==> config.mk <==
export PLATFORM = sky130hd
export DESIGN_NAME = uc_top
export DESIGN_NICKNAME = d
export VERILOG_FILES = /design/src/uc_pkg.sv /design/src/irq_prio.sv /design/src/opcode_fetch.sv /design/src/uc_top.sv /design/src/urom.sv /design/src/useq.sv
export SDC_FILE = /design/constraint.sdc
export NUM_CORES = 1
export LEC_CHECK = 0
export ABC_AREA = 0
export BUFFER_PORTS_ARGS = -buffer_cell sky130_fd_sc_hd__buf_4
export CAP_MARGIN = 20
export CELL_PAD_IN_SITES_DETAIL_PLACEMENT = 1
export CELL_PAD_IN_SITES_GLOBAL_PLACEMENT = 2
export CORE_ASPECT_RATIO = 0.9
export CORE_MARGIN = 5
export CORE_UTILIZATION = 31
export CTS_CLUSTER_DIAMETER = 200
export DETAILED_ROUTE_END_ITERATION = 10
export PLACE_DENSITY = 0.75
export SYNTH_ARGS = -nofsm -noshare
export SYNTH_HDL_FRONTEND = slang
export SYNTH_SLANG_ARGS = --single-unit
export TNS_END_PERCENT = 50
==> constraint.sdc <==
create_clock -name clk -period 2.6 [get_ports clk]
set_clock_uncertainty 0.1 [all_clocks]
set_input_delay 0.26 -clock clk [delete_from_list [all_inputs] [get_ports clk]]
set_output_delay 0.26 -clock clk [all_outputs]
set_load 0.01 [all_outputs]
==> src/uc_pkg.sv <==
// **************************************
// shared types of the microcoded control
// micro-address and fixed slot numbers
// control word, jump word and their union
// interrupt vector codes
// wishbone master and slave bundles
// **************************************
package uc_pkg;

    // upper 8 bits opcode or slot, lower 4 bits step
    typedef logic [11:0] uaddr_t;

    localparam uaddr_t IVRD   = 12'h000; // reset slot
    localparam uaddr_t INTSRV = 12'hc70; // interrupt service slot
    localparam uaddr_t SUBR   = 12'hf00; // shared micro-subroutine

    // control view of the rom word, msb first
    typedef struct packed {
        logic       jsr;      // set selects the jump view
        logic       ni;       // next-instruction point
        logic       alu16;
        logic       wr;
        logic [1:0] opnd_sel;
        logic [1:0] ea_sel;
        logic [3:0] ld_sel;
        logic [3:0] alu_sel;
    } ctrl_t;

    // jump view, jsr sits at bit 15 as in ctrl_t
    typedef struct packed {
        logic       jsr;
        logic [1:0] spare;
        logic       ret;      // return to the saved step
        uaddr_t     target;
    } jump_t;

    typedef union packed {
        ctrl_t c;
        jump_t j;
    } uword_t;

    typedef logic [3:0] ivec_t;

    localparam ivec_t IV_RESET = 4'o17;
    localparam ivec_t IV_NMI   = 4'o16;
    localparam ivec_t IV_IRQ   = 4'o14;
    localparam ivec_t IV_TMR   = 4'o11;
    localparam ivec_t IV_IRQ2  = 4'o05;
    localparam ivec_t IV_SCI   = 4'o10;

    // driven by the master
    typedef struct packed {
        logic        cyc;
        logic        stb;
        logic        we;
        logic [15:0] adr;
    } wb_m2s_t;

    // returned by the slave
    typedef struct packed {
        logic [7:0] dat;
        logic       ack;
    } wb_s2m_t;

endpackage

==> src/irq_prio.sv <==
// **************************************
// interrupt priority encoder
// nmi edge latch, mask on maskable lines
// vector code of the winning request
// **************************************
`timescale 1ns/1ps

module irq_prio
    import uc_pkg::*;
(
    input  logic  clk,
    input  logic  rst,
    input  logic  i,        // interrupt mask, from cc register
    input  logic  nmi,
    input  logic  irq,
    input  logic  irq_tmr,
    input  logic  irq2,
    input  logic  irq_sci,
    input  logic  irq_take,
    output logic  irq_valid,
    output ivec_t irq_vec
);

logic nmi_q;     // registered nmi
logic nmi_flag;  // pending edge
logic nmi_edge;
logic mask_any;  // some maskable line open and high

assign nmi_edge = nmi & ~nmi_q;
assign mask_any = ~i & (irq | irq_tmr | irq2 | irq_sci);

always_ff @(posedge clk, posedge rst) begin
    if (rst) begin
        nmi_q    <= 1'b0;
        nmi_flag <= 1'b0;
    end else begin
        nmi_q <= nmi;
        if (irq_take) nmi_flag <= 1'b0; // serviced
        if (nmi_edge) nmi_flag <= 1'b1; // a fresh edge wins over the clear
    end
end

assign irq_valid = nmi_flag | mask_any;

// highest first: nmi, irq, tmr, irq2, sci
always_comb begin
    if (nmi_flag)          irq_vec = IV_NMI;
    else if (~i & irq)     irq_vec = IV_IRQ;
    else if (~i & irq_tmr) irq_vec = IV_TMR;
    else if (~i & irq2)    irq_vec = IV_IRQ2;
    else                   irq_vec = IV_SCI; // also the don't-care case
end

endmodule

==> src/opcode_fetch.sv <==
// **************************************
// opcode fetch unit
// wishbone classic read master
// program counter and one-entry opcode buffer
// **************************************
`timescale 1ns/1ps

module opcode_fetch
    import uc_pkg::*;
#(
    parameter logic [15:0] RESET_PC = 16'h0000
) (
    input  logic       clk,
    input  logic       rst,
    output wb_m2s_t    wb_o,
    input  wb_s2m_t    wb_i,
    output logic [7:0] op,
    output logic       op_valid,
    input  logic       op_take
);

logic [15:0] pc;
logic        cyc_q;   // read in flight
logic        full;    // buffer holds an opcode

// bus side comes straight from the registers
// pc only moves on ack, so adr is stable for the whole read
always_comb begin
    wb_o.cyc = cyc_q;
    wb_o.stb = cyc_q;
    wb_o.we  = 1'b0;  // reads only
    wb_o.adr = pc;
end

assign op_valid = full;

always_ff @(posedge clk, posedge rst) begin
    if (rst) begin
        pc    <= RESET_PC;
        cyc_q <= 1'b0;
        full  <= 1'b0;
    end else begin
        if (op_take) full <= 1'b0; // consumer emptied it
        if (cyc_q) begin
            if (wb_i.ack) begin
                cyc_q <= 1'b0;          // drop cyc/stb, idle cycle follows
                full  <= 1'b1;
                pc    <= pc + 16'd1;
            end
            // no ack, hold everything
        end else if (!full || op_take) begin
            cyc_q <= 1'b1;              // buffer empty, start a read
        end
    end
end

// payload only, captured with the ack
always_ff @(posedge clk) begin
    if (cyc_q && wb_i.ack) op <= wb_i.dat;
end

endmodule

==> src/uc_top.sv <==
// **************************************
// control section top level
// fetch, irq priority, sequencer, rom
// ctrl forced to zero on jump words
// **************************************
`timescale 1ns/1ps

module uc_top
    import uc_pkg::*;
#(
    parameter logic [15:0] RESET_PC = 16'h0100
) (
    input  logic    clk,
    input  logic    rst,
    output wb_m2s_t wb_o,
    input  wb_s2m_t wb_i,
    input  logic    i,
    input  logic    nmi,
    input  logic    irq,
    input  logic    irq_tmr,
    input  logic    irq2,
    input  logic    irq_sci,
    input  logic    ext_halt,
    output logic    ba,
    output ivec_t   iv,
    output ctrl_t   ctrl
);

logic [7:0] op;
logic       op_valid, op_take;
logic       irq_valid, irq_take;
ivec_t      irq_vec;
uaddr_t     uaddr;
uword_t     uword;

opcode_fetch #(.RESET_PC(RESET_PC)) u_fetch (
    .clk, .rst, .wb_o, .wb_i, .op, .op_valid, .op_take
);

irq_prio u_irq (
    .clk, .rst, .i, .nmi, .irq, .irq_tmr, .irq2, .irq_sci,
    .irq_take, .irq_valid, .irq_vec
);

useq u_useq (
    .clk, .rst, .uword, .uaddr, .op, .op_valid, .op_take,
    .irq_valid, .irq_vec, .irq_take, .ext_halt, .ba, .iv
);

urom u_urom (.uaddr, .uword);

assign ctrl = uword.c.jsr ? '0 : uword.c; // jump words carry no control

endmodule

==> src/urom.sv <==
// **************************************
// microcode rom, combinational
// opcode slots built from the opcode bits
// fixed reset, service and subroutine slots
// **************************************
`timescale 1ns/1ps

module urom
    import uc_pkg::*;
(
    input  uaddr_t uaddr,
    output uword_t uword
);

logic [7:0] o;     // opcode / slot number
logic [3:0] k;     // step within slot
logic [3:0] last;  // last step of an opcode slot

assign o    = uaddr[11:4];
assign k    = uaddr[3:0];
assign last = {2'b00, o[1:0]} + {3'b000, o[7]}; // one step later behind the call

// the fixed slots shadow opcodes 00, c7 and f0
always_comb begin
    uword = '0; // unused steps are plain zero words
    if (o == IVRD[11:4] || o == INTSRV[11:4]) begin
        // reset and service slots, one word each
        if (k == 4'd0) begin
            uword.c.ld_sel = 4'he;
            uword.c.ni     = 1'b1;
        end
    end else if (o == SUBR[11:4]) begin
        if (k < 4'd2) begin
            uword.c.ld_sel = 4'hf;  // two body words
        end else if (k == 4'd2) begin
            uword.j.jsr = 1'b1;     // ret
            uword.j.ret = 1'b1;
        end
    end else if (o[7] && k == 4'd0) begin
        // call the shared subroutine first
        uword.j.jsr    = 1'b1;
        uword.j.target = SUBR;
    end else if (k <= last) begin
        uword.c.alu_sel = o[3:0];
        uword.c.ld_sel  = o[7] ? k - 4'd1 : k; // keeps the non-jump count
        uword.c.ni      = (k == last);
    end
end

endmodule

==> src/useq.sv <==
// **************************************
// micro-sequencer
// step, jump, one-level call and return
// dispatch, interrupt diversion, bus grant
// **************************************
`timescale 1ns/1ps

module useq
    import uc_pkg::*;
(
    input  logic       clk,
    input  logic       rst,
    input  uword_t     uword,
    output uaddr_t     uaddr,
    input  logic [7:0] op,
    input  logic       op_valid,
    output logic       op_take,
    input  logic       irq_valid,
    input  ivec_t      irq_vec,
    output logic       irq_take,
    input  logic       ext_halt,
    output logic       ba,
    output ivec_t      iv
);

uaddr_t ret_q;     // one-deep return register
uaddr_t nx_step;   // next step in the same slot
logic   is_jump;
logic   ni;        // next-instruction point, control view only
logic   halt_now;  // ni point with halt requested
logic   go;        // ni point free to leave

assign is_jump  = uword.j.jsr;
assign ni       = ~is_jump & uword.c.ni;
assign halt_now = ni & ext_halt;
assign go       = ni & ~ext_halt;
assign nx_step  = {uaddr[11:4], uaddr[3:0] + 4'd1};

// handshakes in the cycle of the decision
// interrupt beats the opcode
assign irq_take = go & irq_valid;
assign op_take  = go & ~irq_valid & op_valid;

always_ff @(posedge clk, posedge rst) begin
    if (rst) begin
        uaddr <= IVRD;
        ret_q <= IVRD;
        ba    <= 1'b0;
        iv    <= IV_RESET;
    end else begin
        ba <= halt_now; // falls on the edge after ext_halt drops
        if (is_jump) begin
            if (uword.j.ret) begin
                uaddr <= ret_q;         // back to the step after the call
            end else begin
                ret_q <= nx_step;       // every jump is a call
                uaddr <= uword.j.target;
            end
        end else if (ni) begin
            if (ext_halt) begin
                uaddr <= uaddr;         // hold, bus granted
            end else if (irq_valid) begin
                uaddr <= INTSRV;
                iv    <= irq_vec;       // latch winner for the service slot
            end else if (op_valid) begin
                uaddr <= {op, 4'h0};    // dispatch to opcode slot
            end
            // nothing ready, sit on the ni word
        end else begin
            uaddr <= nx_step;
        end
    end
end

endmodule

==> reports/metrics.yaml, run 1 <==
outcome: "finished, violations left"
violations: "setup timing"
clkPwrFrac: 0.205
gp_congestion: 0.737
die_w_um: 112
grt_pass1_wl_um: 12900
clock.fmax_ghz: 0.357
hold-path-endpoint: "u_useq.ba"
cp.arrival_ps: 2440
yosysWarnings: 0
fin_crit_sh: 1.08
timing.rr.end: "u_useq.uaddr[7]"
fillers: 1031
crit_top_cell: "buf_4"
antenna_found_initial: 0
ys.flop_type: "dfrtp_1"
place_ws_ps: -9.08
port_buffers: 49
antenna_cells: 0
drive_gt1_frac: 0.341
worstHoldPathType: "in -> reg"
slowest_stage: "or4_1"
num_vias: 2393
postSynthCellCount: 285
synth-seq-area-share: 0.508
holdPathStages: 2
maxCapViolations: 0
power_leakage_nw: 1.84
r2r_setup_slack_ps: -130
rr_startpoint: "u_useq.uaddr[11]"
p_per_area_nw_per_um2: 1040
cts_tree: "done"
crit_type: "reg -> out"
syn_avg_cell_area_um2: 10.2
worstHoldStart: "ext_halt"
synth_common_cells: "dfrtp_1 (44), nand2_1 (44), nor2_1 (21)"
netSwitchingFraction: 0.368
setup_viol: 16
clockBufferDepth: 2
nets: 398
rows: 33
area_growth_pct: 37.3
synth.cell_area_um2: 2900
clk_latency_ps: 340
die_h_um: 102
cpPeakStageDelay_ps: 550
grt_overflow_total: 0
internal_power_mw: 2.62
grt_max_degree: 19
dr.pass1.iters: 4
synthTopCellsByArea: "dfrtp_1 (38%), edfxtp_1 (8.3%), nand2_1 (5.7%)"
numCtsBuffers: 9
core_region_area_um2: 9130
antenna_left: 0
hold_viol_final: 0
worstRegToRegCells: 10
fin_util: 0.436
vias_per_cell: 4.81
start_kind: "register"
drtIter0Drc: 47
numClockSinks: 57
crit_chain: "buf_4 -> buf_4 -> or4_1 -> o22ai_2 -> nand2_2 -> mux2i_4 -> inv_2 -> buf_6 -> buf_4"
hpwl_um: 5590
p_comb_frac: 0.456
synth_edf_count: 8
synthDominantCellAreaShare: 0.380
setup_ws_ps: -204
seqPwrFrac: 0.339
clk_pin_slew_ps: 70
synth_seq_cells: 57
grt_pass1_vias: 2593
dieArea_um2: 11400
yosys.area.top_type: "dfrtp_1"
path_max_fanout: 6
crit_required_ps: 2240
cts-root-buf: "clkbuf_8"
yosysUniqueCellTypes: 47
vdd_ir_drop_max_v: 0.000358
maxSlewViolCount: 0
drc_errors: 0
htree_levels: 3
num_io_pins: 58
crit_path_end_kind: "output port"
rsz0062_at_grt: "true"
p_sw_mw: 1.53
grt_usage: 0.142
synthArstFlopShare: 0.860
period_needed_ps: 2800
start_util: 0.317
power_mw: 4.15
avgRoutedWirePerCell_um: 15.5
finalWirelength_um: 7690
## what timing repair did
action | in CTS | in global routing
setup buffers | 1 | 4
endpoints found under the hold margin | 21 | 0
pin swaps | 9 | 8
hold buffers | 10 | 0
gates resized for setup | 12 | 14
setup endpoints to repair | 9 | 18
gates cloned | 0 | 0
## stage by stage
| stage | std cells | hold slack, ps | instance area (µm²) | setup TNS [ps] |
|---|---|---|---|---|
| CTS | 493 | 76.1 | 3890 | -2430 |
| detailed placement | 466 | 176 | 3520 | -20.6 |
| floorplan | 292 | 191 | 2930 | 0 |
| global route | 497 | 125 | 3980 | -4790 |
| finish | 497 | 112 | 3980 | -2480 |
| global placement | 466 | 175 | 3520 | 0 |
## final cells by class
class,count,area (µm²),area share
clock buffer,12,155,0.0390
clock inverter,4,51.3,0.0129
inverter,14,52.6,0.0132
multi-input combinational,204,1410,0.354
sequential,57,1470,0.370
tap,122,153,0.0384
timing repair buffer,84,684,0.172
## cell families after synthesis
kind of cell,count (synthesis),share of synthesized area
AND/OR/NAND/NOR,109,0.186
flip-flops,57,0.508
AO/OA/AOI/OAI,45,0.0972
buffers and inverters,31,0.0536
XOR/XNOR,20,0.0605
multiplexers,12,0.0497
adder cells (fa/ha/maj),10,0.0432
other,1,0.00129
## cell usage in the layout (no fill, tap or decap), types with 8 or more instances in the layout
master         instances
dlygate4sd3_1         10
nor2_1                16
xnor2_1               14
dfrtp_1               44
buf_4                 71
mux2_2                 9
a21oi_1               10
conb_1                 8
nand2_1               43
clkbuf_8              11
edfxtp_1               8
inv_1                 11
o21ai_0               14
## layer usage
| layer | global-route usage | part of all wire |
|---|---|---|
| met5 | 0 | 0 |
| met2 | 0.244 | 0.50 |
| met4 | 0.0552 | 0.023 |
| met1 | 0.172 | 0.45 |
| met3 | 0.0346 | 0.026 |
## critical path, delay by kind of cell, from the launching register on
| family | cells | cell delay (ps) |
|---|---|---|
| mux | 1 | 240 |
| buf+inv | 5 | 600 |
| simple gates | 2 | 670 |
| compound gates | 1 | 170 |
| flops | 1 | 420 |
## power groups by stage
stage	Clock, mW	Sequential [mW]	Combinational [mW]
finish	0.849	1.41	1.89
global route	0.914	1.44	2.11
CTS	0.877	1.40	1.82
detailed placement	0	1.41	1.67
global placement	0	1.40	1.62
floorplan	0	1.36	0.964
## worst max-delay path by stage
stage	from	end	slack [ps]	depth (start not counted)
CTS	u_useq.uaddr[11]	ctrl[1]	-290	12
global placement	u_useq.uaddr[4]	ctrl[2]	50	12
detailed placement	u_useq.uaddr[4]	ctrl[0]	-9	12
floorplan	u_useq.uaddr[4]	u_useq.uaddr[10]	40	9
global route	u_useq.uaddr[4]	ctrl[5]	-360	12
finish	u_useq.uaddr[11]	ctrl[14]	-200	9
## state kept, by name (all words and copies together) (netlist names), 4 cells and up
name and count:
u_useq.ret_q 12, u_useq.iv 4, u_fetch.op 8, u_useq.uaddr 12, u_fetch.pc 16
Power figures use the tool's default switching activity.
==> inputs of run 2 (changes only) <==
==> constraint.sdc (replaced) <==
create_clock -name clk -period 2.6 [get_ports clk]
set_clock_uncertainty 0.1 [all_clocks]
set_input_delay 0.39 -clock clk [delete_from_list [all_inputs] [get_ports clk]]
set_output_delay 0.39 -clock clk [all_outputs]
set_load 0.01 [all_outputs]
==> run 2 against run 1 <==
Net effect: the flow still finishes with violations (setup timing); non-clock buffer count fell by 4; final area fell by 0.31%; die area did not move; highest routed layer unchanged.
==> reports/metrics.yaml, run 2 (same netlist as run 1, synthesis figures left out) <==
fin_util: 0.434  # was 0.436
clk_latency_ps: 330  # was 340 ps
rows: 33  # unchanged
grt_usage: 0.139  # was 0.142
maxCapViolations: 0  # unchanged
path_max_fanout: 6  # unchanged
crit_required_ps: 2110  # was 2240 ps
clock.fmax_ghz: 0.349  # was 0.357 GHz
fin_cells: 493  # was 497
start_kind: "register"  # unchanged
maxSlewViolCount: 0  # unchanged
worstHoldPathType: "in -> reg"  # unchanged
cts-root-buf: "clkbuf_8"  # unchanged
finalWirelength_um: 7680  # was 7690 µm
hpwl_um: 5670  # was 5590 µm
setup_ws_ps: -268  # was -204 ps
outcome: "finished, violations left"  # unchanged
num_io_pins: 58  # unchanged
hold_viol_final: 0  # unchanged
grt_max_degree: 24  # was 19
multiInputGateArea_um2: 1450  # was 1410 µm²
crit_top_cell: "ha_4"  # was buf_4
clk_pin_slew_ps: 60  # was 70 ps
clkPwrFrac: 0.196  # was 0.205
die_w_um: 112  # unchanged
core_region_area_um2: 9130  # unchanged
dp.cells: 470  # was 466
crit_family: "adder cells"  # was simple AND/OR/NAND/NOR gates
drc_errors: 0  # unchanged
p_sw_mw: 1.55  # was 1.53 mW
seqPwrFrac: 0.327  # was 0.339
grt_pass1_vias: 2434  # was 2,593
grt_pass1_wl_um: 12500  # was 12,900 µm
slowest_stage: "dfrtp_1"  # was or4_1
antenna_cells: 0  # unchanged
antenna_left: 0  # unchanged
nets: 394  # was 398
r2r_setup_slack_ps: -20  # was -130 ps
netSwitchingFraction: 0.366  # was 0.368
final_common_cell: "buf_4"  # unchanged
largest_reg_flops: 16  # unchanged
crit_chain: "ha_4 -> ha_4 -> inv_2 -> ha_4 -> and4b_1 -> a21oi_2 -> a211oi_2 -> buf_4 -> nand2_2 -> a21boi_2 -> buf_4"  # was buf_4 -> buf_4 -> or4_1 -> o22ai_2 -> nand2_2 -> mux2i_4 -> inv_2 -> buf_6 -> buf_4
rsz0062_at_grt: "true"  # unchanged
drive_gt1_frac: 0.358  # was 0.341
violations: "setup timing"  # unchanged
num_vias: 2317  # was 2,393
reg.largest.list: "u_fetch.pc (16), u_useq.ret_q (12), u_useq.uaddr (12)"  # unchanged
place_ws_ps: -92.5  # was -9.08 ps
numClockSinks: 57  # unchanged
path_buf_inv: 3  # was 5
area_growth_pct: 36.8  # was 37.3%
grt_overflow_total: 0  # unchanged
crit_path_end_kind: "output port"  # unchanged
crit_type: "reg -> out"  # unchanged
setup_tns_ps: -2230  # was -2480 ps
cts_tree: "done"  # unchanged
numCtsBuffers: 9  # unchanged
internal_power_mw: 2.68  # was 2.62 mW
start_util: 0.317  # unchanged
fin_crit_sh: 1.10  # was 1.08
htree_levels: 3  # unchanged
vias_per_cell: 4.70  # was 4.81
setup_viol: 18  # was 16
top_register: "u_fetch.pc"  # unchanged
drtIter0Drc: 48  # was 47
place_area_um2: 3550  # was 3520 µm²
vdd_ir_drop_max_v: 0.000384  # was 0.000358 V
period_needed_ps: 2870  # was 2800 ps
cpPeakStageDelay_ps: 420  # was 550 ps
cp.arrival_ps: 2380  # was 2440 ps
gp_congestion: 0.749  # was 0.737
dr.pass1.iters: 4  # unchanged
power_leakage_nw: 1.84  # about the same
fillers: 1025  # was 1,031
clockBufferDepth: 2  # unchanged
final_cell_mix: "buf_4 (73), dfrtp_1 (44), nand2_1 (42), nor2_1 (18), o21ai_0 (16)"  # was buf_4 (71), dfrtp_1 (44), nand2_1 (43), nor2_1 (16)
register_area_um2: 1470  # unchanged
antenna_found_initial: 0  # unchanged
port_buffers: 49  # unchanged
finalInstanceArea_um2: 3960  # was 3980 µm²
dieArea_um2: 11400  # unchanged
die_h_um: 102  # unchanged
avgRoutedWirePerCell_um: 15.6  # was 15.5 µm
p_comb_frac: 0.478  # was 0.456
p_per_area_nw_per_um2: 1070  # was 1040 nW/µm²
-- run 2: changes by cell type in the layout (fill, tap and decap cells not counted), moves of 3 or more --
cell / before / now
mux2_2: 9 / 2
buf_6: 1 / 4
dlygate4sd3_1: 10 / 1
mux2_4: 0 / 7
-- run 2: cell type report --
cell class / count / share of cell area
Multi-Input combinational cell: 204 / 0.365
Sequential cell: 57 / 0.372
Tap cell: 122 / 0.0385
Timing Repair Buffer: 80 / 0.162
Clock inverter: 3 / 0.00979
Inverter: 14 / 0.0133
Clock buffer: 13 / 0.0401
-- run 2: per-layer routing --
layer,vias up,share of wire,track usage
li1,1126,-,-
met2,34,0.51,0.241
met3,5,0.029,0.0346
met5,-,0,0
met1,1152,0.46,0.174
met4,0,0.0077,0.0337
-- run 2: metrics by stage --
step                      total power, mW  hold slack (ps)
after floorplan                      2.33              300
after global placement               3.06              230
after detailed placement             3.12              228
after CTS                            4.09             58.0
after global routing                 4.54             56.4
final                                4.22             71.6
-- run 2: power by group through the flow --
stage	sequential, mW	clock [mW]	combinational [mW]
3_5_place_dp	1.38	0	1.74
6_report	1.38	0.826	2.02
5_1_grt	1.42	0.892	2.23
3_3_place_gp	1.37	0	1.69
2_1_floorplan	1.36	0	0.967
4_1_cts	1.37	0.855	1.86
-- run 2: final timing paths --
kind | from | to | cells after the start
max | u_useq.uaddr[11] | ctrl[4] | 11
min | nmi | u_irq.nmi_q | 1
max reg2reg | u_useq.uaddr[11] | u_useq.uaddr[10] | 11
min reg2reg | u_irq.nmi_q | u_irq.nmi_flag | 1
max in group asynchronous | rst | u_useq.iv[2] | 4
min in group asynchronous | rst | u_useq.uaddr[1] | 3
-- run 2: repair_timing --
item	4_1_cts	5_1_grt
endpoints found under the hold margin	7	0
endpoints found under the setup margin	18	20
gates resized for setup	12	23
setup buffers	2	4
pin swaps	10	12
hold buffers	1	0
